### src/design/peripheral_cfg.svh
/*
 * XT peripheral glue constants
 * Port addresses, EMS window bases and register reset values
 */

`ifndef PERIPHERAL_CFG_SVH
`define PERIPHERAL_CFG_SVH

// 32-port blocks in the low 1 KB of I/O space
`define DMA_BLOCK           3'd0
`define DMA_PAGE_BLOCK      3'd4

`define EMS_PORT_BASE       16'h0260
`define LPT_PORT            16'h0378
// Decoded over 8 ports
`define NMI_MASK_BASE       16'h00A0

// EMS window base nibbles, address bits 19:16
`define EMS_WIN_A           4'hA
`define EMS_WIN_C           4'hC
`define EMS_WIN_D           4'hD

`define EMS_DISABLE_CODE    8'hFF
`define EMS_MAP_LIMIT       8'h80
`define PORT_RESET_VALUE    8'hFF

`endif
### src/design/peripheral_pkg.sv
/*
 * XT peripheral glue types
 * Bus and register vector types shared across the block
 */

`default_nettype none

package peripheral_pkg;

    // CPU address bus
    typedef logic [19:0] bus_addr_t;

    // I/O port address, low half of the bus
    typedef logic [15:0] io_addr_t;

    typedef logic [7:0] byte_t;

    // Physical EMS page held by one mapping register
    typedef logic [6:0] ems_page_t;

    // One of the four mapping registers
    typedef logic [1:0] ems_slot_t;

    // 00 selects A0000h, 01 C0000h, anything else D0000h
    typedef logic [1:0] ems_base_sel_t;

endpackage

`default_nettype wire

### src/design/xt_peripherals.sv
/*
 * XT peripheral glue top level
 * I/O decoding, EMS mapper, port registers and bus read path
 */

`timescale 1ns/10ps
`default_nettype none

module xt_peripherals (
    input  wire                                clock,
    input  wire                                reset,
    input  wire peripheral_pkg::bus_addr_t     address_i,
    input  wire peripheral_pkg::byte_t         data_i,
    input  wire                                io_read_n_i,
    input  wire                                io_write_n_i,
    input  wire                                memory_read_n_i,
    input  wire                                memory_write_n_i,
    input  wire                                aen_n_i,
    input  wire                                ems_enable_i,
    input  wire peripheral_pkg::ems_base_sel_t ems_base_i,
    input  wire                                tandy_mode_i,
    output logic                               dma_cs_n_o,
    output logic                               dma_page_cs_n_o,
    output logic [3:0]                         ems_window_o,
    output peripheral_pkg::byte_t              data_o,
    output logic                               data_valid_o
);

    import peripheral_pkg::*;

    logic  ems_sel;
    logic  lpt_sel;
    logic  nmi_sel;
    byte_t ems_read_data;
    byte_t lpt_data;
    byte_t nmi_data;

    io_decoder i_io_decoder (
        .address_i       (address_i),
        .io_read_n_i     (io_read_n_i),
        .io_write_n_i    (io_write_n_i),
        .aen_n_i         (aen_n_i),
        .ems_enable_i    (ems_enable_i),
        .tandy_mode_i    (tandy_mode_i),
        .dma_cs_n_o      (dma_cs_n_o),
        .dma_page_cs_n_o (dma_page_cs_n_o),
        .ems_sel_o       (ems_sel),
        .lpt_sel_o       (lpt_sel),
        .nmi_sel_o       (nmi_sel)
    );

    ems_mapper i_ems_mapper (
        .clock            (clock),
        .reset            (reset),
        .address_i        (address_i),
        .data_i           (data_i),
        .io_write_n_i     (io_write_n_i),
        .io_read_n_i      (io_read_n_i),
        .memory_read_n_i  (memory_read_n_i),
        .memory_write_n_i (memory_write_n_i),
        .ems_sel_i        (ems_sel),
        .ems_base_i       (ems_base_i),
        .read_data_o      (ems_read_data),
        .ems_window_o     (ems_window_o)
    );

    port_registers i_port_registers (
        .clock        (clock),
        .reset        (reset),
        .data_i       (data_i),
        .io_write_n_i (io_write_n_i),
        .lpt_sel_i    (lpt_sel),
        .nmi_sel_i    (nmi_sel),
        .lpt_data_o   (lpt_data),
        .nmi_data_o   (nmi_data)
    );

    bus_read_mux i_bus_read_mux (
        .clock        (clock),
        .reset        (reset),
        .io_read_n_i  (io_read_n_i),
        .ems_sel_i    (ems_sel),
        .lpt_sel_i    (lpt_sel),
        .nmi_sel_i    (nmi_sel),
        .ems_data_i   (ems_read_data),
        .lpt_data_i   (lpt_data),
        .nmi_data_i   (nmi_data),
        .data_o       (data_o),
        .data_valid_o (data_valid_o)
    );

endmodule

`default_nettype wire

### src/design/bus_read_mux.sv
/*
 * Read data multiplexer
 * Registered read data with a flag for when the chipset drives the bus
 */

`timescale 1ns/10ps
`default_nettype none

module bus_read_mux (
    input  wire                        clock,
    input  wire                        reset,
    input  wire                        io_read_n_i,
    input  wire                        ems_sel_i,
    input  wire                        lpt_sel_i,
    input  wire                        nmi_sel_i,
    input  wire peripheral_pkg::byte_t ems_data_i,
    input  wire peripheral_pkg::byte_t lpt_data_i,
    input  wire peripheral_pkg::byte_t nmi_data_i,
    output peripheral_pkg::byte_t      data_o,
    output logic                       data_valid_o
);

    logic io_read;

    // Selects are high on writes as well
    assign io_read = ~io_read_n_i;

    // Priority EMS, LPT, NMI mask
    always_ff @(posedge clock, posedge reset) begin
        if (reset) begin
            data_o       <= '0;
            data_valid_o <= 1'b0;
        end else if (io_read & ems_sel_i) begin
            data_o       <= ems_data_i;
            data_valid_o <= 1'b1;
        end else if (io_read & lpt_sel_i) begin
            data_o       <= lpt_data_i;
            data_valid_o <= 1'b1;
        end else if (io_read & nmi_sel_i) begin
            data_o       <= nmi_data_i;
            data_valid_o <= 1'b1;
        end else begin
            // Bus left to other devices
            data_o       <= '0;
            data_valid_o <= 1'b0;
        end
    end

endmodule

`default_nettype wire

### src/design/port_registers.sv
/*
 * Port registers
 * Parallel-port latch at 378h and Tandy NMI mask register
 */

`timescale 1ns/10ps
`default_nettype none

`include "peripheral_cfg.svh"

module port_registers (
    input  wire                        clock,
    input  wire                        reset,
    input  wire peripheral_pkg::byte_t data_i,
    input  wire                        io_write_n_i,
    input  wire                        lpt_sel_i,
    input  wire                        nmi_sel_i,
    output peripheral_pkg::byte_t      lpt_data_o,
    output peripheral_pkg::byte_t      nmi_data_o
);

    logic lpt_write;
    logic nmi_write;

    // Loads on every edge while the write level is held
    assign lpt_write = lpt_sel_i & ~io_write_n_i;
    assign nmi_write = nmi_sel_i & ~io_write_n_i;

    always_ff @(posedge clock, posedge reset) begin
        if (reset) begin
            lpt_data_o <= `PORT_RESET_VALUE;
        end else if (lpt_write) begin
            lpt_data_o <= data_i;
        end
    end

    // Kept as a plain readable register, no paging here
    always_ff @(posedge clock, posedge reset) begin
        if (reset) begin
            nmi_data_o <= `PORT_RESET_VALUE;
        end else if (nmi_write) begin
            nmi_data_o <= data_i;
        end
    end

endmodule

`default_nettype wire

### src/design/ems_mapper.sv
/*
 * EMS page mapper
 * Four mapping registers written through a two-stage pipeline,
 * read-back value and 16 KB window hits for memory cycles
 */

`timescale 1ns/10ps
`default_nettype none

`include "peripheral_cfg.svh"

module ems_mapper (
    input  wire                                clock,
    input  wire                                reset,
    input  wire peripheral_pkg::bus_addr_t     address_i,
    input  wire peripheral_pkg::byte_t         data_i,
    input  wire                                io_write_n_i,
    input  wire                                io_read_n_i,
    input  wire                                memory_read_n_i,
    input  wire                                memory_write_n_i,
    input  wire                                ems_sel_i,
    input  wire peripheral_pkg::ems_base_sel_t ems_base_i,
    output peripheral_pkg::byte_t              read_data_o,
    output logic [3:0]                         ems_window_o
);

    import peripheral_pkg::*;

    ems_page_t  page_q [4];
    logic [3:0] enable_q;

    ems_slot_t  slot;
    logic       code_disable;
    logic       code_map;
    logic       write_hit;

    ems_slot_t  wr_slot_q;
    ems_page_t  wr_page_q;
    logic       wr_enable_q;
    logic       wr_valid_q;

    logic [3:0] base_nibble;
    logic       memory_cycle;

    assign slot         = address_i[1:0];
    assign code_disable = (data_i == `EMS_DISABLE_CODE);
    assign code_map     = (data_i < `EMS_MAP_LIMIT);

    // Codes 80h..FEh leave the slot alone
    assign write_hit = ems_sel_i & ~io_write_n_i & (code_disable | code_map);

    // First stage captures slot and new entry
    always_ff @(posedge clock, posedge reset) begin
        if (reset) begin
            wr_valid_q <= 1'b0;
        end else begin
            wr_valid_q <= write_hit;
        end
    end

    always_ff @(posedge clock) begin
        wr_slot_q   <= slot;
        // FFh carries page 7Fh in its low bits
        wr_page_q   <= data_i[6:0];
        wr_enable_q <= ~code_disable;
    end

    // Second stage updates the entry
    always_ff @(posedge clock, posedge reset) begin
        if (reset) begin
            enable_q <= '0;
            for (int i = 0; i < 4; i++) begin
                page_q[i] <= '0;
            end
        end else if (wr_valid_q) begin
            page_q[wr_slot_q]   <= wr_page_q;
            enable_q[wr_slot_q] <= wr_enable_q;
        end
    end

    assign read_data_o = enable_q[slot] ? {1'b0, page_q[slot]} : `EMS_DISABLE_CODE;

    always_comb begin
        case (ems_base_i)
            2'b00:   base_nibble = `EMS_WIN_A;
            2'b01:   base_nibble = `EMS_WIN_C;
            default: base_nibble = `EMS_WIN_D;
        endcase
    end

    assign memory_cycle = (~memory_read_n_i | ~memory_write_n_i) & io_read_n_i & io_write_n_i;

    // Slot n covers base + n * 16 KB
    always_comb begin
        for (int n = 0; n < 4; n++) begin
            ems_window_o[n] = memory_cycle & enable_q[n]
                & (address_i[19:14] == {base_nibble, ems_slot_t'(n)});
        end
    end

endmodule

`default_nettype wire

### src/design/io_decoder.sv
/*
 * I/O address decoder
 * Chip selects for DMA and page register, selects for EMS, LPT and NMI mask
 */

`timescale 1ns/10ps
`default_nettype none

`include "peripheral_cfg.svh"

module io_decoder (
    input  wire peripheral_pkg::bus_addr_t address_i,
    input  wire                            io_read_n_i,
    input  wire                            io_write_n_i,
    input  wire                            aen_n_i,
    input  wire                            ems_enable_i,
    input  wire                            tandy_mode_i,
    output logic                           dma_cs_n_o,
    output logic                           dma_page_cs_n_o,
    output logic                           ems_sel_o,
    output logic                           lpt_sel_o,
    output logic                           nmi_sel_o
);

    import peripheral_pkg::*;

    io_addr_t   io_address;
    logic       io_cycle;
    logic       low_kb;
    logic [2:0] block;

    assign io_address = address_i[15:0];

    // CPU owns the bus and drives an I/O strobe
    assign io_cycle = (~io_read_n_i | ~io_write_n_i) & ~aen_n_i;

    // 10-bit XT decode, upper port bits are don't care here
    assign low_kb = ~io_address[9] & ~io_address[8];
    assign block  = io_address[7:5];

    assign dma_cs_n_o      = ~(io_cycle & low_kb & (block == `DMA_BLOCK));
    assign dma_page_cs_n_o = ~(io_cycle & low_kb & (block == `DMA_PAGE_BLOCK));

    // 260h..263h
    assign ems_sel_o = io_cycle & ems_enable_i
        & ({io_address[15:2], 2'b00} == `EMS_PORT_BASE);

    assign lpt_sel_o = io_cycle & (io_address == `LPT_PORT);

    // A0h..A7h, Tandy only
    assign nmi_sel_o = io_cycle & tandy_mode_i
        & ({io_address[15:3], 3'b000} == `NMI_MASK_BASE);

endmodule

`default_nettype wire

### config.mk
export PLATFORM = sky130hd
export DESIGN_NAME = xt_peripherals
export DESIGN_NICKNAME = d
export VERILOG_FILES = /design/src/design/peripheral_pkg.sv /design/src/design/xt_peripherals.sv /design/src/design/bus_read_mux.sv /design/src/design/port_registers.sv /design/src/design/ems_mapper.sv /design/src/design/io_decoder.sv
export VERILOG_INCLUDE_DIRS = /design/src /design/src/design
export SDC_FILE = /design/constraint.sdc
export NUM_CORES = 1
export LEC_CHECK = 0
export ABC_AREA = 1
export BUFFER_PORTS_ARGS = -buffer_cell sky130_fd_sc_hd__buf_2
export CAP_MARGIN = 10
export CORE_AREA = 4 4 83 85
export CTS_CLUSTER_DIAMETER = 40
export DETAILED_ROUTE_END_ITERATION = 6
export DIE_AREA = 0 0 87 89
export GPL_TIMING_DRIVEN = 0
export PLACE_DENSITY = 0.78
export REMOVE_ABC_BUFFERS = 1
export SLEW_MARGIN = 20
export SYNTH_ARGS = -nofsm -noshare
export SYNTH_HDL_FRONTEND = slang
export SYNTH_HIERARCHICAL = 1
export SYNTH_SLANG_ARGS = --single-unit
### constraint.sdc
create_clock -name clock -period 1.5 [get_ports clock]
set_clock_uncertainty 0.1 [all_clocks]
set_input_delay 0.15 -clock clock [delete_from_list [all_inputs] [get_ports clock]]
set_output_delay 0.15 -clock clock [all_outputs]
set_load 0.02 [all_outputs]
==> results.ini <==
[outcome]
outcome=completed

[clocking]
cts_buffer_depth=2
htree_levels=3
cts_buffers=9
clock_sinks=68
root_buffer=clkbuf_8
clk_pin_slew_ns=0.07
clock_latency_ns=0.34
tritoncts=built

[final_layout]
fill_cells=514
final_core_util=0.653
antenna_cells=0
areaGrowthSynthToFinish_pct=20.5
final_nets=530
drive_gt1_frac=0.290

[global_routing]
use_met2=0.371
grtUsageMet3=0.0535
grt-ovfl-total=0
grt_pass1_vias=2839
grt_antenna_before_repair=0
grtUsageTotal=0.226
grt_pass1_wl_um=13400
grt_use_met1=0.291
grt_max_degree=34
top_usage_layer=met2

[logic_synthesis]
synth_area_leader_cell=dfrtp_1
avgSynthCellArea_um2=7.98
synth_compound_area_frac=0.0905
synth_cells=421
synth.area.top_cells=dfrtp_1 31%, dfstp_2 13%, nand2_1 13%
synth_xor_area_frac=0
synthAdderAreaFrac=0
yosys.area_share.simple=0.323
syn-cell-area_um2=3360
synth_seq_area_share=0.497
synth.area.mux_share=0
yosys.cell_types.count=27
synth_top_area_frac=0.313
synth_top_family_by_area=simple AND/OR/NAND/NOR gates
yosys_warnings=6
ys_ff_latch=68

[critical_path]
startpoint_type=flip-flop
worstPathArrival_ns=1.24
cp-end-kind=output pin
critical_path_peak_fanout=2
r2r-start=i_ems_mapper/enable_q[2]
critical_path.startpoint=i_ems_mapper/enable_q[1]
critPathKind=reg2out
worstPathRequired_ns=1.25
reg2reg_setup_slack_ns=0.11

[placed_design]
dp_hpwl_um=5380
numPortBuffers=53
finalWeightedCongestion=0.801
place_ws_ns=-0.706

[worst_hold_path]
worstHoldStart=address_i[0]
hold_path_class=in2reg

[route]
routedWlPerCell_um=14.0
dr.first_iter.drc_count=222
avgViaCountPerCell=5.19
drtPass1Iterations=5
drc_errors=0
num_vias=2975
ant_nets=0
wl_um=8010

[timing]
max_freq_mhz=672
tightest_slew_ns=0.701
finalSetupViolations=0
finalHoldViolations=0
fin_crit_ns=1.49
maxSlewHeadroom=0.532
rsz0062_at_grt=true
drv_slew=0
worst_slack_ns=0.0113
post-route-period-util=0.992

[pwr]
pwr_density_cell_nw_per_um2=925
ir_drop_uv=665
p_leak_nw=2.02

[floorplanning]
die_area_um2=7740
core_area_um2=6200
die_w_um=87
ios=54
rows=29
die_h_um=89
initial_core_util=0.542

[run]
maxCapViolCount=0

[critical path: stages (launching register included)]
cell     delay [ns]
dfrtp_1        0.36
inv_2          0.05
nor2_1         0.09
nand2_1        0.07
nor3_2         0.15
buf_4          0.17
[per-layer routing]
metal	up-vias	share of wire	wire (µm)
met5	-	0	0
met4	0	0.019	150
met3	12	0.057	459
met2	94	0.49	3890
met1	1403	0.44	3510
li1	1466	-	-
[cells in the final DEF, fill, tap and decap left out, types with 12 or more instances in the layout]
cell / instances
o21ai_1: 23
clkbuf_8: 13
dfrtp_1: 42
nand2_1: 111
nand3_1: 29
nand3_2: 13
nor2_1: 77
o21ai_0: 12
dfstp_2: 16
buf_4: 12
buf_2: 49
inv_1: 30
[repair_timing]
item,in CTS,in global routing
hold endpoints to repair,67,0
gates resized for setup,3,19
pin swaps,6,2
setup endpoints to repair,23,12
buffers inserted,5,3
hold buffers,11,0
[cells in the mapped netlist]
cell,n
nand2_1,112
nor2_1,82
dfrtp_1,42
nand3_1,34
inv_1,33
o21ai_1,23
dfstp_2,16
o21ai_0,12
o21ai_2,11
dfxtp_1,10
buf_6,8
nand3_2,8
nor3_1,4
inv_2,3
inv_4,3
nor2_2,3
o211ai_1,3
a21oi_1,2
buf_4,2
nand2_2,2
nand2_4,2
and2_1,1
buf_12,1
buf_8,1
clkbuf_2,1
nand2_8,1
nor3b_1,1
[stage by stage]
step / TNS, ns / cells / total power [mW] / hold slack (ns) / instance area [µm²]
floorplan: -3.96 / 408 / 2.02 / -0.122 / 3220
global placement: -17.46 / 538 / 2.13 / 0.0521 / 3580
detailed placement: -11.99 / 538 / 2.14 / 0.0643 / 3580
CTS: 0 / 570 / 3.76 / 0.0328 / 3960
global route: -0.192 / 573 / 3.90 / 0.0428 / 4050
finish: 0 / 573 / 3.75 / 0.0572 / 4050
[path summary, 6_finish.rpt]
check / endpoint / depth (start not counted)
hold / removal: i_ems_mapper/wr_slot_q[0] / 1
setup reg to reg: i_bus_read_mux/data_o[1] / 6
setup / recovery: ems_window_o[1] / 5
min in group asynchronous: i_bus_read_mux/data_o[6] / 3
hold reg to reg: i_port_registers/lpt_data_o[2] / 2
max in group asynchronous: i_ems_mapper/enable_q[3] / 3
[where the power goes]
| part | switching (mW) | total, mW | internal (mW) | leakage, nW |
|---|---|---|---|---|
| logic | 0.193 | 0.290 | 0.0976 | 1.07 |
| registers | 0.00658 | 1.85 | 1.84 | 0.836 |
| clock network | 0.657 | 1.60 | 0.946 | 0.112 |
[logic make-up after synthesis]
kind of cell,Yosys count
and+or+nand+nor,250
DFF,68
buffers and inverters,52
AOI/OAI and AO/OA,51
[final cells by class]
type	count	area, µm²	area share
flip-flops and latches	68	1670	0.413
multi-input cells	301	1460	0.361
repair buffers	72	445	0.110
clock buffers	13	179	0.0442
inverters	39	154	0.0380
well taps	77	96.3	0.0238
clock inverters	3	42.5	0.0105
[sequential cells by signal, summed over array words and instances, names as in the netlist]
signal and count:
i_port_registers/lpt_data_o 8, i_ems_mapper/wr_slot_q 2, i_bus_read_mux/data_o 8, i_bus_read_mux/data_valid_o 1, i_ems_mapper/page_q 28, i_ems_mapper/wr_valid_q 1
i_ems_mapper/enable_q 4, i_ems_mapper/wr_enable_q 1, i_port_registers/nmi_data_o 8, i_ems_mapper/wr_page_q 7
(Power assumes the default switching activity.)
